### config.mk
export PLATFORM = sky130hd
export DESIGN_NAME = registerFile
export DESIGN_NICKNAME = d
export VERILOG_FILES = /design/src/rtl/cpuPkg.sv /design/src/rtl/registerFile.sv
export SDC_FILE = /design/constraint.sdc
export NUM_CORES = 2
export LEC_CHECK = 0
export BUFFER_PORTS_ARGS = -buffer_cell sky130_fd_sc_hd__clkbuf_2
export CORE_MARGIN = 4
export CORE_UTILIZATION = 30
export CTS_CLUSTER_SIZE = 40
export DETAILED_ROUTE_END_ITERATION = 8
export GPL_TIMING_DRIVEN = 0
export PLACE_DENSITY = 0.55
export SYNTH_ARGS = -nofsm -noshare
export SYNTH_HDL_FRONTEND = slang
export SYNTH_SLANG_ARGS = --single-unit
### constraint.sdc
create_clock -name clock -period 167 [get_ports clock]
set_input_delay 33.4 -clock clock [delete_from_list [all_inputs] [get_ports clock]]
set_output_delay 33.4 -clock clock [all_outputs]
set_load 0.02 [all_outputs]
### src/rtl/cpuPkg.sv
package cpuPkg;

	// datapath and instruction widths
	localparam int xlen = 64;
	localparam int instrWidth = 32;
	localparam int regAddrWidth = 5;
	// word index into either memory
	localparam int memAddrWidth = 8;

	// major opcodes of the kept subset
	localparam logic [6:0] opR = 7'b0110011;
	localparam logic [6:0] opImm = 7'b0010011;
	localparam logic [6:0] opLui = 7'b0110111;
	localparam logic [6:0] opLoad = 7'b0000011;
	localparam logic [6:0] opStore = 7'b0100011;
	localparam logic [6:0] opBranch = 7'b1100011;

	// alu selector
	localparam logic [2:0] aluAdd = 3'd0;
	localparam logic [2:0] aluSub = 3'd1;
	localparam logic [2:0] aluAnd = 3'd2;
	localparam logic [2:0] aluOr = 3'd3;
	localparam logic [2:0] aluSll = 3'd4;
	localparam logic [2:0] aluSrl = 3'd5;
	localparam logic [2:0] aluSra = 3'd6;

	// operand a source
	localparam logic srcAPc = 1'b0;
	localparam logic srcAReg = 1'b1;

	// operand b source
	localparam logic [1:0] srcBReg = 2'd0;
	localparam logic [1:0] srcBFour = 2'd1;
	localparam logic [1:0] srcBImm = 2'd2;
	localparam logic [1:0] srcBBranch = 2'd3;

	// immediate format
	localparam logic [1:0] immI = 2'd0;
	localparam logic [1:0] immS = 2'd1;
	localparam logic [1:0] immB = 2'd2;
	localparam logic [1:0] immU = 2'd3;

	// control states
	localparam logic [2:0] stFetch = 3'd0;
	localparam logic [2:0] stDecode = 3'd1;
	localparam logic [2:0] stExecute = 3'd2;
	localparam logic [2:0] stMemory = 3'd3;
	localparam logic [2:0] stWriteback = 3'd4;

	// one instruction word seen through each encoding format
	typedef union packed
	{
		logic [instrWidth-1:0] raw;
		struct packed
		{
			logic [6:0] funct7;
			logic [4:0] rs2;
			logic [4:0] rs1;
			logic [2:0] funct3;
			logic [4:0] rd;
			logic [6:0] opcode;
		} rType;
		struct packed
		{
			logic [11:0] imm;
			logic [4:0] rs1;
			logic [2:0] funct3;
			logic [4:0] rd;
			logic [6:0] opcode;
		} iType;
		struct packed
		{
			logic [6:0] immHi;
			logic [4:0] rs2;
			logic [4:0] rs1;
			logic [2:0] funct3;
			logic [4:0] immLo;
			logic [6:0] opcode;
		} sType;
		// offset bits 12, 10:5, 4:1 and 11 in encoding order
		struct packed
		{
			logic immSign;
			logic [5:0] immHigh;
			logic [4:0] rs2;
			logic [4:0] rs1;
			logic [2:0] funct3;
			logic [3:0] immLow;
			logic immBit11;
			logic [6:0] opcode;
		} bType;
		struct packed
		{
			logic [19:0] imm;
			logic [4:0] rd;
			logic [6:0] opcode;
		} uType;
	} instrWord;

endpackage
### src/rtl/registerFile.sv
`timescale 1ns/1ps

module registerFile
(
	input logic clock,
	input logic reset,
	input logic [cpuPkg::regAddrWidth-1:0] readAddrA,
	input logic [cpuPkg::regAddrWidth-1:0] readAddrB,
	input logic [cpuPkg::regAddrWidth-1:0] writeAddr,
	output logic [cpuPkg::xlen-1:0] readDataA,
	output logic [cpuPkg::xlen-1:0] readDataB,
	input logic writeEnable,
	input logic [cpuPkg::xlen-1:0] writeData
);
	import cpuPkg::*;

	logic [xlen-1:0] regs [0:(1<<regAddrWidth)-1];

	always_ff @(posedge clock or posedge reset)
	begin
		if (reset)
		begin
			for (int i = 0; i < (1 << regAddrWidth); i++)
				regs[i] <= '0;
		end
		else if (writeEnable && writeAddr != '0)
			regs[writeAddr] <= writeData;
	end

	// x0 hardwired
	assign readDataA = (readAddrA == '0) ? '0 : regs[readAddrA];
	assign readDataB = (readAddrB == '0) ? '0 : regs[readAddrB];

endmodule

==> run metrics <==
EDFF count, synth 0; Via density 6.508; Post-Synth XOR/XNOR Area 0%; fin util 35.01%; share of post-route cells with drive strength above 1 52.04%; maximum vdd drop 8.790 uV; largest net degree at the start of global routing 132; Slew @ Worst Pin 1.701 ns; CTS Root Cell clkbuf_16; Routed WL 592900 um; Num CTS Buffers 237; Seq/Total Area, Yosys 47.30%; Critical Path Sink Type primary output; Gate Count Post-Synth 6998; type of origin of the critical path input port; commonest non-fill, non-tap cells in the layout dfrtp_1 (2048), mux2_2 (1934), mux4_2 (945); clock tree buffer depth 4; hold_ws 0.4816 ns; first-pass GRT wire length 768600 um; drt drc 0; syn_nets 7080; area occupied by registers 51250 sq um; post-cts resize count 0; clock-pin slew on the worst setup and hold paths 0.06 ns; area delta synth->final 16.16%; I/O Pins 210; commonest non-fill, non-tap cell in the layout dfrtp_1; cell chain of the critical path clkbuf_2 -> buf_2 -> buf_2 -> clkbuf_2 -> nand3_1 -> o221ai_1 -> a211oi_1 -> nor3_1 -> clkbuf_2; post-layout net count 7609; Critical Path Most Common Cell clkbuf_2; multi-input logic area 53440 sq um; initial drt markers 12330; port bufs 202; design area 125900 sq um; Compound-Gate Fraction of Synth Area 3.756%; global route total overflow 0; Vert. Die Dim 609.0 um; Synth Flop Type dfrtp_1; Leak 54.55 nW; Hold/Removal Path Class reg2reg; adder-cell share of the synthesized area 0%; WP data required 133.60 ns; Crit Path Max Fanout 10; crit path kind in2out; width of the die 609.0 um; gp weighted congestion 0.9944; most flop-heavy register regs; CTS HTree Levels 4; max_cap viols 35; Ys Warns 0; non-filler cells, final 12570; Placed Area 117600 sq um; fill count 34530; period utilization 43.26%; Post-synth ARST share 100.0%; post-CTS setup buffer count 0; highest cell delay on the worst timing path 1.04 ns; mapped cell area 108400 sq um; # rows 220; Setup Skew 0 ns; clk sinks 2048; Max-slew headroom -13.43%; CTS tree built; hold buffers post-CTS 0; Tmin final 72.25 ns; final hold violations 0; clock latency on the worst-skew pair 0.95 ns; worst hold path depth 1; setup violators final 0; setup TNS 0 ns; main combinational cell family by area after synthesis multiplexers; number of flip-flops in the largest register 2048; total number of vias 81800; DIE AREA 370900 sq um; DRT Pass-1 Iters 9; Crit path arrival time 38.85 ns; reg2reg path depth 1; Synth cell types 57; slowest CP cell nor3_1; Core Region 359500 sq um; Detail Placement HPWL 399600 um; mean area per synthesized cell 15.48 sq um; mux contribution to synthesized area 44.23%; initial antenna violation count 101; RSZ-0062 raised after global routing no; flops & latches, synth 2048; FF-to-FF setup slack 166.17 ns; biggest regs regs x2048; post-DR wirelength/cell 47.16 um; Starting Density 30.14%; max-slew violation count 352; failing checks max-capacitance violations, max-slew violations; Post-DRT Antenna Nets 0; gr usage total 31.10%; Max Fclk 13.84 MHz; DP Cell Count 12060; power density cells 12.49 nW/um^2; number of global-route vias before repair 78960; outcome complete, but fails checks; Post-Synth Simple-Gate Area 1.215%
-- metrics by stage --
| stage | total power [mW] | worst slack [ns] |
|---|---|---|
| floorplan | 0.8853 | 75.75 |
| detailed placement | 1.014 | 95.15 |
| global route | 1.611 | 95.19 |
| global placement | 0.9992 | 53.59 |
| CTS | 1.558 | 95.14 |
| finish | 1.572 | 94.75 |
-- final timing paths --
kind,from,end
min reg2reg,regs[2025],regs[2025]
max reg2reg,regs[4],regs[4]
max,readAddrA[1],readDataA[16]
max in group asynchronous,reset,regs[725]
min in group asynchronous,reset,regs[1336]
min,regs[2025],regs[2025]
-- layer usage --
metal  global-route usage, %  vias up  share of wire [%]
met5                  0.6070        -               0.10
met4                   25.75       39                 10
met3                   14.91     2044                 14
met2                   42.24     7226                 41
met1                   36.87    44100                 35
li1                        -    28390                  -
-- synthesized netlist by cell type (all sizes together), types with 2 or more instances --
cell type,number,share of area [%]
dfrtp,2048,47
mux2,2008,21
mux4,945,20
clkbuf,457,1.6
mux2i,403,3.7
buf,364,1.9
o221ai,110,0.89
a22o,98,0.79
a211o,87,0.70
nor2,73,0.27
nand2,64,0.23
o21ai,59,0.27
and3,46,0.27
a2bb2oi,38,0.31
o22ai,22,0.13
a211oi,19,0.13
a31oi,18,0.10
nor2b,17,0.098
o21a,17,0.12
a21o,11,0.076
nand3,10,0.046
nor3,10,0.046
a22oi,8,0.055
a21oi,7,0.032
nor4,7,0.040
nand3b,6,0.042
inv,4,0.014
nor3b,4,0.028
or2,4,0.023
or3,4,0.023
nand2b,3,0.017
o221a,3,0.031
o31ai,3,0.046
or3b,3,0.024
or4,3,0.021
and2,2,0.012
nand4,2,0.012
o31a,2,0.016
-- worst max-delay path, delay by kind of cell --
family | cells | cell delay, ns
buf+inv | 5 | 2.65
simple gates | 2 | 2.06
compound gates | 2 | 0.64
-- cell families (layout without fill, tap and decap cells) --
group	after synthesis	after routing
other	0	80
buffers and inverters	826	1545
and+or+nand+nor	260	260
muxes	3356	3356
DFF	2048	2048
AOI/OAI and AO/OA	508	508
-- area by class of cell --
type                            instances  share of cell area, %
Antenna cell                           80                 0.1591
Clock inverter                         73                 0.7774
Timing Repair Buffer                  290                  2.376
Sequential cell                      2048                  40.72
Clock buffer                          356                  5.617
Buffer                                821                  3.123
Tap cell                             4773                  4.745
Multi-Input combinational cell       4124                  42.46
Inverter                                5                0.02088
-- power breakdown --
part	total [mW]	internal, mW	switching, mW
Combinational	0.356	0.182	0.174
Sequential	0.664	0.591	0.0729
Clock	0.552	0.321	0.231
Total	1.57	1.09	0.477
No activity file was read; power rests on OpenSTA's default activity.
