$ cat config.mk
export PLATFORM = sky130hd
export DESIGN_NAME = datapath_flat
export DESIGN_NICKNAME = d
export VERILOG_FILES = /design/src/rtl/cpuPkg.sv /design/src/rtl/ctrlBus.sv /design/src/rtl/datapath.sv /design/src/rtl/alu.sv /design/src/flat_wrapper.sv
export SDC_FILE = /design/constraint.sdc
export NUM_CORES = 2
export LEC_CHECK = 0
export ABC_AREA = 1
export ABC_CLOCK_PERIOD_IN_PS = 13900
export BUFFER_PORTS_ARGS = -buffer_cell sky130_fd_sc_hd__buf_2
export CAP_MARGIN = 30
export CORE_MARGIN = 2
export CORE_UTILIZATION = 40
export CTS_BUF_LIST = sky130_fd_sc_hd__clkbuf_4 sky130_fd_sc_hd__clkbuf_8 sky130_fd_sc_hd__clkbuf_16
export DETAILED_ROUTE_END_ITERATION = 16
export PLACE_DENSITY_LB_ADDON = 0.25
export SLEW_MARGIN = 20
export SYNTH_ARGS = -nofsm -noshare
export SYNTH_HDL_FRONTEND = slang
export SYNTH_HIERARCHICAL = 1
export SYNTH_SLANG_ARGS = --single-unit
export TNS_END_PERCENT = 20
$ cat constraint.sdc
create_clock -name clock -period 13.9 [get_ports clock]
set_input_delay 2.78 -clock clock [delete_from_list [all_inputs] [get_ports clock]]
set_output_delay 2.78 -clock clock [all_outputs]
set_load 0.02 [all_outputs]
$ cat src/rtl/cpuPkg.sv
package cpuPkg;

	// datapath and instruction widths
	localparam int xlen = 64;
	localparam int instrWidth = 32;
	localparam int regAddrWidth = 5;
	// word index into either memory
	localparam int memAddrWidth = 8;

	// major opcodes of the kept subset
	localparam logic [6:0] opR = 7'b0110011;
	localparam logic [6:0] opImm = 7'b0010011;
	localparam logic [6:0] opLui = 7'b0110111;
	localparam logic [6:0] opLoad = 7'b0000011;
	localparam logic [6:0] opStore = 7'b0100011;
	localparam logic [6:0] opBranch = 7'b1100011;

	// alu selector
	localparam logic [2:0] aluAdd = 3'd0;
	localparam logic [2:0] aluSub = 3'd1;
	localparam logic [2:0] aluAnd = 3'd2;
	localparam logic [2:0] aluOr = 3'd3;
	localparam logic [2:0] aluSll = 3'd4;
	localparam logic [2:0] aluSrl = 3'd5;
	localparam logic [2:0] aluSra = 3'd6;

	// operand a source
	localparam logic srcAPc = 1'b0;
	localparam logic srcAReg = 1'b1;

	// operand b source
	localparam logic [1:0] srcBReg = 2'd0;
	localparam logic [1:0] srcBFour = 2'd1;
	localparam logic [1:0] srcBImm = 2'd2;
	localparam logic [1:0] srcBBranch = 2'd3;

	// immediate format
	localparam logic [1:0] immI = 2'd0;
	localparam logic [1:0] immS = 2'd1;
	localparam logic [1:0] immB = 2'd2;
	localparam logic [1:0] immU = 2'd3;

	// control states
	localparam logic [2:0] stFetch = 3'd0;
	localparam logic [2:0] stDecode = 3'd1;
	localparam logic [2:0] stExecute = 3'd2;
	localparam logic [2:0] stMemory = 3'd3;
	localparam logic [2:0] stWriteback = 3'd4;

	// one instruction word seen through each encoding format
	typedef union packed
	{
		logic [instrWidth-1:0] raw;
		struct packed
		{
			logic [6:0] funct7;
			logic [4:0] rs2;
			logic [4:0] rs1;
			logic [2:0] funct3;
			logic [4:0] rd;
			logic [6:0] opcode;
		} rType;
		struct packed
		{
			logic [11:0] imm;
			logic [4:0] rs1;
			logic [2:0] funct3;
			logic [4:0] rd;
			logic [6:0] opcode;
		} iType;
		struct packed
		{
			logic [6:0] immHi;
			logic [4:0] rs2;
			logic [4:0] rs1;
			logic [2:0] funct3;
			logic [4:0] immLo;
			logic [6:0] opcode;
		} sType;
		// offset bits 12, 10:5, 4:1 and 11 in encoding order
		struct packed
		{
			logic immSign;
			logic [5:0] immHigh;
			logic [4:0] rs2;
			logic [4:0] rs1;
			logic [2:0] funct3;
			logic [3:0] immLow;
			logic immBit11;
			logic [6:0] opcode;
		} bType;
		struct packed
		{
			logic [19:0] imm;
			logic [4:0] rd;
			logic [6:0] opcode;
		} uType;
	} instrWord;

endpackage
$ cat src/rtl/ctrlBus.sv
`timescale 1ns/1ps

interface ctrlBus;
	import cpuPkg::*;

	// register load strobes
	logic pcWrite;
	logic irLoad;
	logic opLoad;
	logic resultLoad;
	logic mdrLoad;
	// writes into storage
	logic regWrite;
	logic memWrite;
	// alu and operand selection
	logic [2:0] aluOp;
	logic srcA;
	logic [1:0] srcB;
	logic [1:0] immKind;
	logic wbFromMemory;
	logic pcFromResult;
	// status back from the datapath
	instrWord ir;
	logic zero;

	modport control
	(
		output pcWrite, irLoad, opLoad, resultLoad, mdrLoad,
		output regWrite, memWrite, aluOp, srcA, srcB, immKind,
		output wbFromMemory, pcFromResult,
		input ir, zero
	);

	modport path
	(
		input pcWrite, irLoad, opLoad, resultLoad, mdrLoad,
		input regWrite, memWrite, aluOp, srcA, srcB, immKind,
		input wbFromMemory, pcFromResult,
		output ir, zero
	);

endinterface

$ cat src/rtl/datapath.sv
`timescale 1ns/1ps

module datapath
(
	input logic clock,
	input logic reset,
	ctrlBus.path bus,
	input logic [cpuPkg::instrWidth-1:0] instr,
	output logic [cpuPkg::memAddrWidth-1:0] instrAddress,
	output logic [cpuPkg::regAddrWidth-1:0] readAddrA,
	output logic [cpuPkg::regAddrWidth-1:0] readAddrB,
	output logic [cpuPkg::regAddrWidth-1:0] writeAddr,
	input logic [cpuPkg::xlen-1:0] readDataA,
	input logic [cpuPkg::xlen-1:0] readDataB,
	output logic regWriteEnable,
	output logic [cpuPkg::xlen-1:0] regWriteData,
	output logic [cpuPkg::memAddrWidth-1:0] dataAddress,
	output logic [cpuPkg::xlen-1:0] storeData,
	input logic [cpuPkg::xlen-1:0] loadData,
	output logic memWriteEnable,
	output logic commitWrite,
	output logic [cpuPkg::xlen-1:0] commitPc,
	output logic [cpuPkg::regAddrWidth-1:0] commitReg,
	output logic [cpuPkg::xlen-1:0] commitData
);
	import cpuPkg::*;

	logic [xlen-1:0] pc;
	logic [xlen-1:0] instrPc;
	instrWord ir;
	logic [xlen-1:0] a;
	logic [xlen-1:0] b;
	logic [xlen-1:0] result;
	logic [xlen-1:0] mdr;
	logic [xlen-1:0] immValue;
	logic [xlen-1:0] operandA;
	logic [xlen-1:0] operandB;
	logic [xlen-1:0] aluResult;
	logic aluZero;

	// pc and the address of the instruction in flight
	always_ff @(posedge clock or posedge reset)
	begin
		if (reset)
		begin
			pc <= '0;
			instrPc <= '0;
		end
		else
		begin
			if (bus.pcWrite)
				pc <= bus.pcFromResult ? result : aluResult;
			if (bus.irLoad)
				instrPc <= pc;
		end
	end

	// payload registers
	always_ff @(posedge clock)
	begin
		if (bus.irLoad)
			ir.raw <= instr;
		if (bus.opLoad)
		begin
			a <= readDataA;
			b <= readDataB;
		end
		if (bus.resultLoad)
			result <= aluResult;
		if (bus.mdrLoad)
			mdr <= loadData;
	end

	// immediates, the b form is kept in halfwords and doubled at the mux
	always_comb
	begin
		case (bus.immKind)
			immS: immValue = {{(xlen-12){ir.sType.immHi[6]}}, ir.sType.immHi, ir.sType.immLo};
			immB: immValue = {{(xlen-12){ir.bType.immSign}}, ir.bType.immSign,
				ir.bType.immBit11, ir.bType.immHigh, ir.bType.immLow};
			immU: immValue = {{(xlen-32){ir.uType.imm[19]}}, ir.uType.imm, 12'b0};
			default: immValue = {{(xlen-12){ir.iType.imm[11]}}, ir.iType.imm};
		endcase
	end

	// during fetch the new address is still only in pc
	assign operandA = (bus.srcA == srcAReg) ? a : (bus.irLoad ? pc : instrPc);

	always_comb
	begin
		case (bus.srcB)
			srcBReg: operandB = b;
			srcBFour: operandB = xlen'(4);
			srcBImm: operandB = immValue;
			srcBBranch: operandB = immValue << 1;
		endcase
	end

	alu u_alu
	(
		.a(operandA),
		.b(operandB),
		.op(bus.aluOp),
		.shamt(ir.iType.imm[5:0]),
		.result(aluResult),
		.zero(aluZero)
	);

	assign bus.ir = ir;
	assign bus.zero = aluZero;

	// lui reads x0 so the alu sees 0 + imm
	assign readAddrA = (ir.uType.opcode == opLui) ? '0 : ir.rType.rs1;
	assign readAddrB = ir.rType.rs2;
	assign writeAddr = ir.rType.rd;

	// word indices, 4-byte instructions and 8-byte data
	assign instrAddress = pc[memAddrWidth+1:2];
	assign dataAddress = result[memAddrWidth+2:3];
	assign storeData = b;
	assign memWriteEnable = bus.memWrite;

	assign regWriteData = bus.wbFromMemory ? mdr : result;
	// x0 writes are dropped here and hidden from the commit record
	assign regWriteEnable = bus.regWrite && (writeAddr != '0);

	assign commitWrite = regWriteEnable;
	assign commitPc = instrPc;
	assign commitReg = writeAddr;
	assign commitData = regWriteData;

endmodule

$ cat src/rtl/alu.sv
`timescale 1ns/1ps

module alu
(
	input logic [cpuPkg::xlen-1:0] a,
	input logic [cpuPkg::xlen-1:0] b,
	input logic [2:0] op,
	input logic [5:0] shamt,
	output logic [cpuPkg::xlen-1:0] result,
	output logic zero
);
	import cpuPkg::*;

	always_comb
	begin
		case (op)
			aluAdd: result = a + b;
			aluSub: result = a - b;
			aluAnd: result = a & b;
			aluOr: result = a | b;
			// shifts take their amount from the instruction, not from b
			aluSll: result = a << shamt;
			aluSrl: result = a >> shamt;
			aluSra: result = $signed(a) >>> shamt;
			default: result = '0;
		endcase
	end

	// equality test for branches
	assign zero = (result == '0);

endmodule

$ cat src/flat_wrapper.sv
// flat-port wrapper written by rule: the top's interface ports become plain ports
module datapath_flat import cpuPkg::*;
  (clock, reset, instr, instrAddress, readAddrA, readAddrB, writeAddr, readDataA, readDataB, regWriteEnable, regWriteData, dataAddress, storeData, loadData, memWriteEnable, commitWrite, commitPc, commitReg, commitData, bus_pcWrite, bus_irLoad, bus_opLoad, bus_resultLoad, bus_mdrLoad, bus_regWrite, bus_memWrite, bus_aluOp, bus_srcA, bus_srcB, bus_immKind, bus_wbFromMemory, bus_pcFromResult, bus_ir, bus_zero);
  ctrlBus bus_i ();
  input logic clock;
  input logic reset;
  input logic [cpuPkg::instrWidth-1:0] instr;
  output logic [cpuPkg::memAddrWidth-1:0] instrAddress;
  output logic [cpuPkg::regAddrWidth-1:0] readAddrA;
  output logic [cpuPkg::regAddrWidth-1:0] readAddrB;
  output logic [cpuPkg::regAddrWidth-1:0] writeAddr;
  input logic [cpuPkg::xlen-1:0] readDataA;
  input logic [cpuPkg::xlen-1:0] readDataB;
  output logic regWriteEnable;
  output logic [cpuPkg::xlen-1:0] regWriteData;
  output logic [cpuPkg::memAddrWidth-1:0] dataAddress;
  output logic [cpuPkg::xlen-1:0] storeData;
  input logic [cpuPkg::xlen-1:0] loadData;
  output logic memWriteEnable;
  output logic commitWrite;
  output logic [cpuPkg::xlen-1:0] commitPc;
  output logic [cpuPkg::regAddrWidth-1:0] commitReg;
  output logic [cpuPkg::xlen-1:0] commitData;
  input wire logic [$bits(bus_i.pcWrite)-1:0] bus_pcWrite;
  input wire logic [$bits(bus_i.irLoad)-1:0] bus_irLoad;
  input wire logic [$bits(bus_i.opLoad)-1:0] bus_opLoad;
  input wire logic [$bits(bus_i.resultLoad)-1:0] bus_resultLoad;
  input wire logic [$bits(bus_i.mdrLoad)-1:0] bus_mdrLoad;
  input wire logic [$bits(bus_i.regWrite)-1:0] bus_regWrite;
  input wire logic [$bits(bus_i.memWrite)-1:0] bus_memWrite;
  input wire logic [$bits(bus_i.aluOp)-1:0] bus_aluOp;
  input wire logic [$bits(bus_i.srcA)-1:0] bus_srcA;
  input wire logic [$bits(bus_i.srcB)-1:0] bus_srcB;
  input wire logic [$bits(bus_i.immKind)-1:0] bus_immKind;
  input wire logic [$bits(bus_i.wbFromMemory)-1:0] bus_wbFromMemory;
  input wire logic [$bits(bus_i.pcFromResult)-1:0] bus_pcFromResult;
  output wire logic [$bits(bus_i.ir)-1:0] bus_ir;
  output wire logic [$bits(bus_i.zero)-1:0] bus_zero;
  assign bus_i.pcWrite = bus_pcWrite;
  assign bus_i.irLoad = bus_irLoad;
  assign bus_i.opLoad = bus_opLoad;
  assign bus_i.resultLoad = bus_resultLoad;
  assign bus_i.mdrLoad = bus_mdrLoad;
  assign bus_i.regWrite = bus_regWrite;
  assign bus_i.memWrite = bus_memWrite;
  assign bus_i.aluOp = bus_aluOp;
  assign bus_i.srcA = bus_srcA;
  assign bus_i.srcB = bus_srcB;
  assign bus_i.immKind = bus_immKind;
  assign bus_i.wbFromMemory = bus_wbFromMemory;
  assign bus_i.pcFromResult = bus_pcFromResult;
  assign bus_ir = bus_i.ir;
  assign bus_zero = bus_i.zero;
  datapath u_core (.clock(clock), .reset(reset), .bus(bus_i), .instr(instr), .instrAddress(instrAddress), .readAddrA(readAddrA), .readAddrB(readAddrB), .writeAddr(writeAddr), .readDataA(readDataA), .readDataB(readDataB), .regWriteEnable(regWriteEnable), .regWriteData(regWriteData), .dataAddress(dataAddress), .storeData(storeData), .loadData(loadData), .memWriteEnable(memWriteEnable), .commitWrite(commitWrite), .commitPc(commitPc), .commitReg(commitReg), .commitData(commitData));
endmodule
==> results by group <==
Logic synthesis
  – Sequential share of the synthesized area: 32.5%
  – Register bit count reported by yosys: 416
  – Post-Synthesis Cell Area: 36500 µm²
  – Post-synth EDFFs: 288
  – Syn Nets: 6067
  – Syn_area_per_cell: 6.34 µm²
  – Synthesized instance count: 5757
  – Yosys warns: 6
  – Top_reg_cell synth: edfxtp_1
  – Ys async rst share: 30.8%
  – Distinct cell type count after synthesis: 54

Worst hold path
  – Hold Crit Start: u_core/pc[24]
  – Hold Crit Class: register to register

Worst setup path
  – CP max stage cell: ha_1
  – Crit path max fanout: 21
  – Reg2Reg Setup Slack: 7.64 ns
  – CP max stage delay: 0.53 ns
  – End point of the critical path: bus_zero
  – Worst setup path startpoint: bus_immKind[1]
  – FF-to-FF Start: u_core/bus.ir[21]
  – Startpoint types: primary input
  – Crit. End Element: output pin
  – Worst EP required: 11.12 ns
  – Reg2reg end: u_core/pc[48]
  – Worst Setup Path Type: primary input to output pin
  – Top cell by count, worst path: nand2_1
  – Worst reg-to-reg path cell count: 34
  – Worst EP arrival: 9.74 ns

Place
  – GPL Wtd Cong: 1.16
  – Port Buffer Count: 568
  – Placed Area: 39300 µm²
  – Detailed Place HPWL: 146 mm
  – Pre-CTS WS: 1.64 ns

Power
  – P per Cell Area: 124 nW/µm²
  – Peak supply drop: 0.109 mV
  – Final Power: 5.09 mW
  – Static Leak: 21.0 nW

CTS
  – Htree depth: 2
  – # clock sinks: 416
  – Clk_lat worst skew: 0.65 ns
  – # resized after CTS: 0
  – Postcts setup bufs: 0
  – CTS Buffer Depth: 3
  – Cts hold-fix bufs: 0
  – CTS root buffer: clkbuf_16
  – Clock buffer count from CTS: 46
  – CTS tree: yes
  – Clock transition at the registers of the reported paths: 0.06 ns

Routing
  – WL per Instance: 24.9 µm
  – DR iter-0 viols: 6408
  – DRC viols: 0
  – Vias/cell: 5.75
  – Antenna-violating nets left: 0
  – DRT Pass-1 Iters: 7
  – Vias: 41.9k
  – Final WL: 181 mm

Timing
  – Worst-margin pin slew: 1.03 ns
  – Final Slew Violations: 0
  – Final setup viols: 0
  – Slew headroom: 31.3%
  – Final worst-path cycle share: 90.1%
  – Max frequency: 79.9 MHz
  – Fin. Hold Viols: 0
  – Setup TNS: 0 ns
  – Final WS setup: 1.38 ns
  – Min Tclk post-route: 12.52 ns
  – Worst Skew: 0.0344 ns
  – Setup repair after global routing missed its margin: false

Finish
  – Fin util: 45.3%
  – Layout cells sized above 1: 13.4%
  – Filler instances: 9556
  – Layout area overhead: 12.1%
  – Commonest non-fill, non-tap cell in the layout: nand2_1
  – Nets: 6377
  – Commonest cells after routing, fill and taps aside: 1894 x nand2_1, 1035 x nand3_1, 628 x inv_1
  – Fin area: 40900 µm²

Floorplan
  – Core area: 90100 µm²
  – Die W: 306 µm
  – Number of top-level pins: 571
  – Initial Util: 40.5%
  – Die H: 306 µm
  – Total number of placement rows: 110
  – DIE AREA: 93600 µm²

Global routing
  – Total gr overflow: 0
  – Largest net degree at the start of global routing: 99
  – GRT Total Usage: 37.2%
  – Number of global-route vias before repair: 38.5k
  – First-pass GRT wire length: 257 mm
  – Initial antenna violation count: 18

Status
  – Status: finished, final reports clean

Job
  – Max-cap viol count: 0
[final cells by class]
class | count | area (µm²) | share of cell area [%]
Tap cell | 1176 | 1470 | 3.60
Clock buffer | 57 | 1280 | 3.13
Multi-Input combinational cell | 4319 | 20100 | 49.3
Sequential cell | 416 | 11900 | 29.0
Clock inverter | 27 | 285 | 0.698
Timing Repair Buffer | 632 | 3380 | 8.27
Inverter | 652 | 2460 | 6.01
Antenna cell | 7 | 17.5 | 0.0429
[worst min path at each step]
stage,depth (start not counted),slack [ns],end
after floorplan,2,0.49,u_core/pc[0]
after global placement,2,0.50,u_core/pc[30]
after detailed placement,2,0.51,u_core/pc[24]
after CTS,2,0.53,u_core/pc[24]
after global routing,2,0.54,u_core/pc[25]
final,2,0.53,u_core/pc[24]
[metrics by stage]
step	std cells	hold WS [ns]
after global routing	7281	0.539
final	7286	0.527
after detailed placement	7193	0.514
after CTS	7277	0.527
after global placement	7190	0.504
after floorplan	5757	0.491
[cell usage after synthesis, types with 5 or more instances]
cell type	number	share of area, %
inv_1	631	6.5
buf_2	107	1.5
clkbuf_1	85	0.87
buf_1	49	0.50
edfxtp_1	288	24
buf_4	119	2.4
xnor2_1	19	0.46
nand2_1	1894	19
nor2_2	9	0.15
dfrtp_1	128	8.8
nor3_1	28	0.38
nand2_2	24	0.41
nand3_1	1035	14
nand4_1	44	0.75
a21oi_1	167	2.3
nand2_4	15	0.46
o21ai_1	23	0.32
and2_1	17	0.29
nor2_1	488	5.0
xor2_1	43	1.0
nand3_2	19	0.52
buf_6	8	0.25
o21ai_0	251	3.4
a31oi_1	20	0.34
nor4_1	20	0.34
and3_1	5	0.086
ha_1	66	2.3
inv_2	18	0.19
o211ai_1	70	1.4
nand3b_1	20	0.41
[worst max-delay path: cells and delay by family]
kind            cells  cell delay (ns)
simple gates       27             5.11
buf+inv             4             0.66
compound gates      2             0.50
fa+ha+maj           1             0.53
xor+xnor            1             0.17
[sequential cells by signal, indices dropped and copies added (netlist names)]
| name | count |
|---|---|
| u_core/bus.ir | 32 |
| u_core/mdr | 64 |
| u_core/pc | 64 |
| u_core/commitPc | 64 |
| u_core/storeData | 64 |
| u_core/a | 64 |
| u_core/result | 64 |
[layer usage]
layer	vias up	wire length (µm)	share of wire (%)	track usage, %
met5	-	99	0.055	0
met4	14	11100	6.1	19.7
met3	523	21000	12	8.23
met2	2735	78600	43	57.8
met1	19300	70600	39	48.4
li1	19300	-	-	-
[logic make-up (layout without fill, tap and decap cells)]
| logic type | after synthesis | after routing | share of synthesized area [%] |
|---|---|---|---|
| compound gates | 559 | 559 | 8.51 |
| fa+ha+maj | 67 | 67 | 2.32 |
| xor+xnor | 62 | 62 | 1.49 |
| simple gates | 3631 | 3631 | 42.9 |
| other cells | 0 | 7 | 0 |
| flops | 416 | 416 | 32.5 |
| buf+inv | 1022 | 1368 | 12.3 |
[power by group]
part	leakage (nW)	total [mW]	switching, mW	internal [mW]
combinational	15.8	2.29	1.71	0.577
sequential	4.35	1.55	0.0603	1.49
clock	0.768	1.25	0.533	0.716
total	21.0	5.09	2.30	2.78
(Power assumes the default switching activity.)
