$ cat src/rtl/cpuPkg.sv
package cpuPkg;

	// datapath and instruction widths
	localparam int xlen = 64;
	localparam int instrWidth = 32;
	localparam int regAddrWidth = 5;
	// word index into either memory
	localparam int memAddrWidth = 8;

	// major opcodes of the kept subset
	localparam logic [6:0] opR = 7'b0110011;
	localparam logic [6:0] opImm = 7'b0010011;
	localparam logic [6:0] opLui = 7'b0110111;
	localparam logic [6:0] opLoad = 7'b0000011;
	localparam logic [6:0] opStore = 7'b0100011;
	localparam logic [6:0] opBranch = 7'b1100011;

	// alu selector
	localparam logic [2:0] aluAdd = 3'd0;
	localparam logic [2:0] aluSub = 3'd1;
	localparam logic [2:0] aluAnd = 3'd2;
	localparam logic [2:0] aluOr = 3'd3;
	localparam logic [2:0] aluSll = 3'd4;
	localparam logic [2:0] aluSrl = 3'd5;
	localparam logic [2:0] aluSra = 3'd6;

	// operand a source
	localparam logic srcAPc = 1'b0;
	localparam logic srcAReg = 1'b1;

	// operand b source
	localparam logic [1:0] srcBReg = 2'd0;
	localparam logic [1:0] srcBFour = 2'd1;
	localparam logic [1:0] srcBImm = 2'd2;
	localparam logic [1:0] srcBBranch = 2'd3;

	// immediate format
	localparam logic [1:0] immI = 2'd0;
	localparam logic [1:0] immS = 2'd1;
	localparam logic [1:0] immB = 2'd2;
	localparam logic [1:0] immU = 2'd3;

	// control states
	localparam logic [2:0] stFetch = 3'd0;
	localparam logic [2:0] stDecode = 3'd1;
	localparam logic [2:0] stExecute = 3'd2;
	localparam logic [2:0] stMemory = 3'd3;
	localparam logic [2:0] stWriteback = 3'd4;

	// one instruction word seen through each encoding format
	typedef union packed
	{
		logic [instrWidth-1:0] raw;
		struct packed
		{
			logic [6:0] funct7;
			logic [4:0] rs2;
			logic [4:0] rs1;
			logic [2:0] funct3;
			logic [4:0] rd;
			logic [6:0] opcode;
		} rType;
		struct packed
		{
			logic [11:0] imm;
			logic [4:0] rs1;
			logic [2:0] funct3;
			logic [4:0] rd;
			logic [6:0] opcode;
		} iType;
		struct packed
		{
			logic [6:0] immHi;
			logic [4:0] rs2;
			logic [4:0] rs1;
			logic [2:0] funct3;
			logic [4:0] immLo;
			logic [6:0] opcode;
		} sType;
		// offset bits 12, 10:5, 4:1 and 11 in encoding order
		struct packed
		{
			logic immSign;
			logic [5:0] immHigh;
			logic [4:0] rs2;
			logic [4:0] rs1;
			logic [2:0] funct3;
			logic [3:0] immLow;
			logic immBit11;
			logic [6:0] opcode;
		} bType;
		struct packed
		{
			logic [19:0] imm;
			logic [4:0] rd;
			logic [6:0] opcode;
		} uType;
	} instrWord;

endpackage
$ cat src/rtl/ctrlBus.sv
`timescale 1ns/1ps

interface ctrlBus;
	import cpuPkg::*;

	// register load strobes
	logic pcWrite;
	logic irLoad;
	logic opLoad;
	logic resultLoad;
	logic mdrLoad;
	// writes into storage
	logic regWrite;
	logic memWrite;
	// alu and operand selection
	logic [2:0] aluOp;
	logic srcA;
	logic [1:0] srcB;
	logic [1:0] immKind;
	logic wbFromMemory;
	logic pcFromResult;
	// status back from the datapath
	instrWord ir;
	logic zero;

	modport control
	(
		output pcWrite, irLoad, opLoad, resultLoad, mdrLoad,
		output regWrite, memWrite, aluOp, srcA, srcB, immKind,
		output wbFromMemory, pcFromResult,
		input ir, zero
	);

	modport path
	(
		input pcWrite, irLoad, opLoad, resultLoad, mdrLoad,
		input regWrite, memWrite, aluOp, srcA, srcB, immKind,
		input wbFromMemory, pcFromResult,
		output ir, zero
	);

endinterface

$ cat src/rtl/controlUnit.sv
`timescale 1ns/1ps

module controlUnit
(
	input logic clock,
	input logic reset,
	ctrlBus.control bus,
	output logic commitValid
);
	import cpuPkg::*;

	logic [2:0] state;
	logic [2:0] nextState;
	instrWord ir;
	logic [2:0] regAluOp;
	logic [2:0] immAluOp;
	logic branchTaken;

	assign ir = bus.ir;

	// register-register ops, funct7 bit 5 picks sub
	always_comb
	begin
		case (ir.rType.funct3)
			3'b111: regAluOp = aluAnd;
			3'b110: regAluOp = aluOr;
			default: regAluOp = ir.rType.funct7[5] ? aluSub : aluAdd;
		endcase
	end

	// immediate ops, instruction bit 30 splits srai from srli
	always_comb
	begin
		case (ir.iType.funct3)
			3'b001: immAluOp = aluSll;
			3'b101: immAluOp = ir.iType.imm[10] ? aluSra : aluSrl;
			default: immAluOp = aluAdd;
		endcase
	end

	// beq on zero, bne on not zero
	assign branchTaken = ir.bType.funct3[0] ? !bus.zero : bus.zero;

	always_ff @(posedge clock or posedge reset)
	begin
		if (reset)
			state <= stFetch;
		else
			state <= nextState;
	end

	always_comb
	begin
		// idle levels
		bus.pcWrite = 1'b0;
		bus.irLoad = 1'b0;
		bus.opLoad = 1'b0;
		bus.resultLoad = 1'b0;
		bus.mdrLoad = 1'b0;
		bus.regWrite = 1'b0;
		bus.memWrite = 1'b0;
		bus.aluOp = aluAdd;
		bus.srcA = srcAReg;
		bus.srcB = srcBReg;
		bus.immKind = immI;
		bus.wbFromMemory = 1'b0;
		bus.pcFromResult = 1'b0;
		commitValid = 1'b0;
		nextState = stFetch;
		case (state)
			stFetch:
			begin
				// ir takes mem[pc], pc steps by four
				bus.irLoad = 1'b1;
				bus.pcWrite = 1'b1;
				bus.srcA = srcAPc;
				bus.srcB = srcBFour;
				nextState = stDecode;
			end
			stDecode:
			begin
				// operands in, branch target computed ahead of time
				bus.opLoad = 1'b1;
				bus.resultLoad = 1'b1;
				bus.srcA = srcAPc;
				bus.srcB = srcBBranch;
				bus.immKind = immB;
				case (ir.rType.opcode)
					opR, opImm, opLui, opLoad, opStore, opBranch:
						nextState = stExecute;
					// unknown opcode retires here as a nop
					default:
						commitValid = 1'b1;
				endcase
			end
			stExecute:
			begin
				bus.resultLoad = 1'b1;
				nextState = stWriteback;
				case (ir.rType.opcode)
					opR:
						bus.aluOp = regAluOp;
					opImm:
					begin
						bus.srcB = srcBImm;
						bus.aluOp = immAluOp;
					end
					opLui:
					begin
						// rs1 is forced to x0, so this is 0 + imm
						bus.srcB = srcBImm;
						bus.immKind = immU;
					end
					opLoad:
					begin
						bus.srcB = srcBImm;
						nextState = stMemory;
					end
					opStore:
					begin
						bus.srcB = srcBImm;
						bus.immKind = immS;
						nextState = stMemory;
					end
					default:
					begin
						// branch compare, target stays in result
						bus.resultLoad = 1'b0;
						bus.aluOp = aluSub;
						bus.pcWrite = branchTaken;
						bus.pcFromResult = 1'b1;
						commitValid = 1'b1;
						nextState = stFetch;
					end
				endcase
			end
			stMemory:
			begin
				if (ir.rType.opcode == opLoad)
				begin
					bus.mdrLoad = 1'b1;
					nextState = stWriteback;
				end
				else
				begin
					bus.memWrite = 1'b1;
					commitValid = 1'b1;
				end
			end
			stWriteback:
			begin
				bus.regWrite = 1'b1;
				bus.wbFromMemory = (ir.rType.opcode == opLoad);
				commitValid = 1'b1;
			end
			default:
				nextState = stFetch;
		endcase
	end

endmodule

$ cat src/flat_wrapper.sv
// flat-port wrapper written by rule: the top's interface ports become plain ports
module controlUnit_flat import cpuPkg::*;
  (clock, reset, commitValid, bus_pcWrite, bus_irLoad, bus_opLoad, bus_resultLoad, bus_mdrLoad, bus_regWrite, bus_memWrite, bus_aluOp, bus_srcA, bus_srcB, bus_immKind, bus_wbFromMemory, bus_pcFromResult, bus_ir, bus_zero);
  ctrlBus bus_i ();
  input logic clock;
  input logic reset;
  output logic commitValid;
  output wire logic [$bits(bus_i.pcWrite)-1:0] bus_pcWrite;
  output wire logic [$bits(bus_i.irLoad)-1:0] bus_irLoad;
  output wire logic [$bits(bus_i.opLoad)-1:0] bus_opLoad;
  output wire logic [$bits(bus_i.resultLoad)-1:0] bus_resultLoad;
  output wire logic [$bits(bus_i.mdrLoad)-1:0] bus_mdrLoad;
  output wire logic [$bits(bus_i.regWrite)-1:0] bus_regWrite;
  output wire logic [$bits(bus_i.memWrite)-1:0] bus_memWrite;
  output wire logic [$bits(bus_i.aluOp)-1:0] bus_aluOp;
  output wire logic [$bits(bus_i.srcA)-1:0] bus_srcA;
  output wire logic [$bits(bus_i.srcB)-1:0] bus_srcB;
  output wire logic [$bits(bus_i.immKind)-1:0] bus_immKind;
  output wire logic [$bits(bus_i.wbFromMemory)-1:0] bus_wbFromMemory;
  output wire logic [$bits(bus_i.pcFromResult)-1:0] bus_pcFromResult;
  input wire logic [$bits(bus_i.ir)-1:0] bus_ir;
  input wire logic [$bits(bus_i.zero)-1:0] bus_zero;
  assign bus_pcWrite = bus_i.pcWrite;
  assign bus_irLoad = bus_i.irLoad;
  assign bus_opLoad = bus_i.opLoad;
  assign bus_resultLoad = bus_i.resultLoad;
  assign bus_mdrLoad = bus_i.mdrLoad;
  assign bus_regWrite = bus_i.regWrite;
  assign bus_memWrite = bus_i.memWrite;
  assign bus_aluOp = bus_i.aluOp;
  assign bus_srcA = bus_i.srcA;
  assign bus_srcB = bus_i.srcB;
  assign bus_immKind = bus_i.immKind;
  assign bus_wbFromMemory = bus_i.wbFromMemory;
  assign bus_pcFromResult = bus_i.pcFromResult;
  assign bus_i.ir = bus_ir;
  assign bus_i.zero = bus_zero;
  controlUnit u_core (.clock(clock), .reset(reset), .bus(bus_i), .commitValid(commitValid));
endmodule
$ cat config.mk
export PLATFORM = sky130hd
export DESIGN_NAME = controlUnit_flat
export DESIGN_NICKNAME = d
export VERILOG_FILES = /design/src/rtl/cpuPkg.sv /design/src/rtl/ctrlBus.sv /design/src/rtl/controlUnit.sv /design/src/flat_wrapper.sv
export SDC_FILE = /design/constraint.sdc
export NUM_CORES = 1
export LEC_CHECK = 0
export ABC_AREA = 1
export BUFFER_PORTS_ARGS = -buffer_cell sky130_fd_sc_hd__buf_4
export CAP_MARGIN = 20
export CELL_PAD_IN_SITES_DETAIL_PLACEMENT = 0
export CELL_PAD_IN_SITES_GLOBAL_PLACEMENT = 1
export CORE_UTILIZATION = 19
export DETAILED_ROUTE_END_ITERATION = 10
export MAX_ROUTING_LAYER = met4
export PLACE_DENSITY_LB_ADDON = 0.08
export SETUP_SLACK_MARGIN = 0.02
export SYNTH_ARGS = -nofsm -noshare
export SYNTH_HDL_FRONTEND = slang
export SYNTH_SLANG_ARGS = --single-unit
$ cat constraint.sdc
create_clock -name clock -period 1.3 [get_ports clock]
set_input_delay 0.065 -clock clock [delete_from_list [all_inputs] [get_ports clock]]
set_output_delay 0.065 -clock clock [all_outputs]
set_load 0.01 [all_outputs]
==> flow_summary.json, run 1 <==
{
  "ff2ff_path_depth": 7,
  "final_cells": 169,
  "holdPathEnd": "u_core.state[2]$_DFF_PP0_",
  "placed_area_sq_um": 843,
  "setup_slack_ns": -0.152,
  "antenna_found_initial": 0,
  "p_leak_nw": 0.527,
  "worst_setup_path_start_kind": "register",
  "ios": 53,
  "syn_area_sq_um": 498,
  "powerDensity_mw_per_mm2": 919,
  "r2r_slack_ns": 0,
  "timing.hold.worst.start": "bus_ir[4]",
  "run_status": "finished, violations left",
  "synth_seq_cells": 3,
  "synth.distinct_cells": 20,
  "finClkSkew_ns": 0.00313,
  "antennaDiodeCount": 0,
  "avgSynthCellArea_sq_um": 5.47,
  "drt-total-wl_microns": 1540,
  "core_area_sq_mm": 0.00248,
  "clock-sinks": 3,
  "utilization_pct": 39.1,
  "cap_violations": 0,
  "die-area_sq_mm": 0.00283,
  "cts_max_path_buffers": 2,
  "final.period_utilization_pct": 112,
  "first_global_vias": 590,
  "r2r-start": "u_core.state[2]$_DFF_PP0_",
  "setup_viol": 13,
  "die_x_microns": 53.2,
  "synth.yosys.seq_area_share_pct": 15.1,
  "finalMaxSlewViolations": 0,
  "cts_tree": "done",
  "portBuffers": 31,
  "tightest_slew_ns": 0.271,
  "rsz0062_at_grt": "true",
  "final_common_cell": "buf_4",
  "hold_depth": 4,
  "worstReg2RegEnd": "u_core.state[1]$_DFF_PP0_",
  "required_ns": 1.24,
  "die_height_microns": 53.2,
  "place_inst": 160,
  "yosysWarningCount": 0,
  "final_area_sq_um": 968,
  "initial_core_util_pct": 20.1,
  "dp_hpwl_microns": 1290,
  "regMostFlops": "u_core.state",
  "vias": 697,
  "crit_type": "reg2out",
  "drive_gt1_share_pct": 51.1,
  "post_drt_wl_per_cell_microns": 9.09,
  "syn_inst": 91,
  "reg_top3": "u_core.state x3",
  "cts_buffers": 3,
  "layout_common_cells": "buf_4 (38), nand2_1 (25), inv_1 (14)",
  "area_delta_synth_final_pct": 94.5,
  "overflow": 0,
  "final_hold_viol_count": 0,
  "grt_start_max_net_pins": 7,
  "grt.total_usage_pct": 11.9,
  "critPathArrivalTime_ns": 1.39,
  "max_freq_ghz": 0.689,
  "hold_class": "in2reg",
  "worstSetupEndpointType": "primary output",
  "vias_per_cell": 4.12,
  "htreeDepth": 1,
  "nets": 175,
  "drtIter0Drc": 3,
  "gp_congestion": 0.826,
  "violations": "negative setup slack",
  "drtPass1Iterations": 4,
  "ir_drop_uv": 541,
  "antenna_left": 0,
  "grt_pass1_wl_microns": 2400,
  "period_needed_ns": 1.45,
  "placementRows": 18,
  "cts.clk_slew.worst_paths_ns": 0.04,
  "synth_nets": 126,
  "largest_register_ffs": 3,
  "drcViolationCount": 0,
  "clock_latency_ns": 0.23,
  "clockRootBuffer": "clkbuf_4",
  "cp_max_fo": 6,
  "max_slew_margin_pct": 81.9
}
power breakdown:
group | internal, mW | switching, mW | leakage [nW]
registers | 0.112 | 0.0238 | 0.0371
clock network | 0.115 | 0.0428 | 0.0150
logic | 0.326 | 0.270 | 0.475
final cells by class:
class,count,area (sq um)
timing repair buffer,44,360
clock buffer,4,26.3
multi-input combinational,71,403
fill,302,1510
inverter,17,63.8
sequential,3,77.6
tap,30,37.5
stage by stage:
stage / hold WS (ns) / total power [mW] / worst slack, ns / setup TNS, ns
floorplan: -0.181 / 0.335 / 0.0820 / 0
global placement: -0.0619 / 0.624 / 0.00211 / 0
detailed placement: -0.0606 / 0.620 / 0.0363 / 0
CTS: 0.219 / 0.846 / -0.150 / -1.35
global route: 0.214 / 0.979 / -0.250 / -2.51
finish: 0.228 / 0.890 / -0.152 / -1.37
Yosys cell counts, drive strengths merged:
cell type,instances,area [sq um]
a21oi,1,5.00
inv,16,60.1
clkinv,1,3.75
dfrtp,3,75.1
nor3,3,31.3
xnor2,1,8.76
nor2,17,71.3
nand2,31,126
nor3b,1,12.5
nand4,1,6.26
o21ai,3,15.0
nand3,13,82.6
kinds of logic after synthesis:
kind of cell | after synthesis | share of synthesized area [%]
AO/OA/AOI/OAI | 4 | 4.02
XOR/XNOR | 1 | 1.76
buffers and inverters | 17 | 12.8
flip-flops | 3 | 15.1
AND/OR/NAND/NOR | 66 | 66.3
worst max-delay path by stage:
stage | startpoint | to | slack, ns
after floorplan | u_core.state[2]$_DFF_PP0_ | bus_pcWrite | 0.08
final | u_core.state[2]$_DFF_PP0_ | bus_aluOp[2] | -0.15
after global placement | u_core.state[2]$_DFF_PP0_ | commitValid | 0.002
after detailed placement | u_core.state[2]$_DFF_PP0_ | bus_immKind[0] | 0.04
after CTS | u_core.state[0]$_DFF_PP0_ | bus_aluOp[2] | -0.15
after global routing | u_core.state[2]$_DFF_PP0_ | commitValid | -0.25
worst max-delay path: stages, from the launching register on:
cell	delay, ns
dfrtp_2	0.43
nor3_4	0.22
buf_12	0.14
nand2_2	0.08
nor3b_2	0.15
buf_4	0.14
per-layer routing:
metal / up-vias / GRT usage (%) / wire, microns
li1: 376 / - / -
met1: 301 / 15.8 / 728
met2: 20 / 19.6 / 731
met3: 0 / 0.862 / 76
met4: 0 / 2.63 / 0
met5: - / - / 0
timing repair:
item | CTS | global route
endpoints found under the setup margin | 14 | 16
hold endpoints to repair | 3 | 0
hold buffers | 1 | 0
setup buffers | 3 | 2
resized for setup | 9 | 8
pin swaps | 2 | 5
No activity file was read; power rests on OpenSTA's default activity.
==> inputs of run 2 (changes only) <==
CORE_UTILIZATION = 17   (was 19)
clock period = 1.2 ns   (was 1.3 ns; I/O delays follow)
==> run 2 against run 1 <==
Effect of this change: the run still ends with negative setup slack left; first-iteration DRC count grew to 7.0 times the previous value; wire length up 0.91%; global-route usage down 1.6 points; clock power increased by 11%; non-clock buffer count unchanged; highest routed layer unchanged; clock-buffer cell count stayed put; die area rose by 11%; flip-flop and latch count did not move; design area increased by 5.0%; total power grew 7.1%.
==> flow_summary.json, run 2 (same netlist as run 1, synthesis figures left out) <==
{
  "run_status": "finished, violations left",
  "violations": "negative setup slack",
  "initial_core_util_pct": 18.1,
  "area_delta_synth_final_pct": 104,
  "worst_setup_path_start_kind": "register",
  "cts_max_path_buffers": 2,
  "drt-total-wl_microns": 1550,
  "cts_buffers": 3,
  "drtIter0Drc": 21,
  "cp_max_fo": 6,
  "rsz0062_at_grt": "true",
  "fillers": 322,
  "cts.clk_slew.worst_paths_ns": 0.04,
  "hold_class": "in2reg",
  "drive_gt1_share_pct": 57.6,
  "nets": 175,
  "hold_depth": 4,
  "antenna_found_initial": 0,
  "critPathArrivalTime_ns": 1.39,
  "drtPass1Iterations": 4,
  "clock_latency_ns": 0.23,
  "setup_slack_ns": -0.246,
  "dp_hpwl_microns": 1330,
  "vias": 690,
  "layout_common_cells": "buf_4 (32), nand2_1 (22), inv_1 (10), nor2_1 (10), buf_6 (10)",
  "die_x_microns": 56.1,
  "period_needed_ns": 1.45,
  "post_drt_wl_per_cell_microns": 9.12,
  "max_stage_delay_ns": 0.43,
  "final_common_cell": "buf_4",
  "gp_congestion": 0.743,
  "finalMaxSlewViolations": 0,
  "regMostFlops": "u_core.state",
  "die-area_sq_mm": 0.00315,
  "core_area_sq_mm": 0.00276,
  "worstSetupEndpointType": "primary output",
  "holdPathEnd": "u_core.state[2]$_DFF_PP0_",
  "final_hold_viol_count": 0,
  "ff2ff_path_depth": 5,
  "cts_tree": "done",
  "htreeDepth": 1,
  "clockRootBuffer": "clkbuf_4",
  "place_inst": 162,
  "grt_start_max_net_pins": 7,
  "power_uw": 953,
  "r2r_slack_ns": 0.07,
  "utilization_pct": 36.9,
  "final.period_utilization_pct": 121,
  "max_freq_ghz": 0.692,
  "portBuffers": 31,
  "timing.hold.worst.start": "bus_ir[4]",
  "antenna_left": 0,
  "die_height_microns": 56.1,
  "cap_violations": 0,
  "fin_setup_tns_ns": -2.41,
  "grt.total_usage_pct": 10.3,
  "antennaDiodeCount": 0,
  "placementRows": 19,
  "slowest_stage": "dfrtp_1",
  "whs_ns": 0.174,
  "crit_chain": "nor3_4 > buf_12 > nand2_2 > nor3b_2 > buf_4",
  "ios": 53,
  "vias_per_cell": 4.06,
  "powerDensity_mw_per_mm2": 937,
  "max_slew_margin_pct": 83.9,
  "grt_pass1_wl_microns": 2540,
  "r2r-start": "u_core.state[0]$_DFF_PP0_",
  "required_ns": 1.14,
  "reg_top3": "u_core.state x3",
  "crit_type": "reg2out",
  "overflow": 0,
  "ir_drop_uv": 625,
  "setup_viol": 14,
  "worstReg2RegEnd": "u_core.state[1]$_DFF_PP0_",
  "clock-sinks": 3,
  "finClkSkew_ns": 0.000180,
  "tightest_slew_ns": 0.241,
  "final_cells": 170,
  "largest_register_ffs": 3,
  "first_global_vias": 651,
  "p_leak_nw": 0.530,
  "drcViolationCount": 0
}
-- run 2: changes by cell type in the layout (fill, tap and decap cells not counted), moves of 2 or more --
cell,delta
buf_4,-6
buf_6,+6
inv_1,-4
inv_2,+4
nand2_1,-3
nand2_2,+2
nor2_1,-2
-- run 2: worst max-delay path by stage --
stage | start | end | slack [ns] | cells past startpoint
final | u_core.state[0]$_DFF_PP0_ | bus_aluOp[2] | -0.25 | 5
after global routing | u_core.state[1]$_DFF_PP0_ | commitValid | -0.34 | 8
after CTS | u_core.state[0]$_DFF_PP0_ | bus_aluOp[2] | -0.26 | 5
after detailed placement | u_core.state[2]$_DFF_PP0_ | bus_immKind[0] | -0.07 | 5
after global placement | u_core.state[2]$_DFF_PP0_ | bus_immKind[0] | -0.08 | 5
after floorplan | u_core.state[2]$_DFF_PP0_ | bus_immKind[0] | 0.03 | 3
-- run 2: layout make-up --
cell class	count	area (sq um)	share of cell area, %
inverters	17	63.8	6.27
flip-flops and latches	3	76.3	7.50
repair buffers	44	383	37.6
multi-input cells	71	429	42.2
clock buffers	4	26.3	2.58
well taps	31	38.8	3.81
-- run 2: where the power goes --
part | leakage (nW) | internal, mW | switching, mW
Sequential | 0.0382 | 0.118 | 0.0268
Combinational | 0.477 | 0.341 | 0.294
Clock | 0.0150 | 0.124 | 0.0495
-- run 2: what timing repair did --
| item | 4_1_cts | 5_1_grt |
|---|---|---|
| endpoints found under the setup margin | 16 | 18 |
| cloned | 0 | 0 |
| endpoints found under the hold margin | 3 | 0 |
| pin swaps | 6 | 2 |
| resized for setup | 16 | 19 |
| hold buffers | 1 | 0 |
| setup buffers | 2 | 2 |
-- run 2: through the flow --
stage / area, sq um / setup WS (ns)
after floorplan: 503 / 0.0323
after global placement: 855 / -0.0792
after detailed placement: 855 / -0.0665
after CTS: 955 / -0.259
after global routing: 1020 / -0.341
final: 1020 / -0.246
-- run 2: per-layer routing --
metal,global-route usage (%),share of wire [%],routed length (microns)
met1,13.0,48,740
met2,17.2,48,747
met3,0.698,4.0,62
met4,4.18,0,0
met5,-,0,0
-- run 2: worst max-delay path: cells and delay by family (launching register included) --
family	cells	cell delay [ns]
flops	1	0.43
simple gates	3	0.45
buf+inv	2	0.28
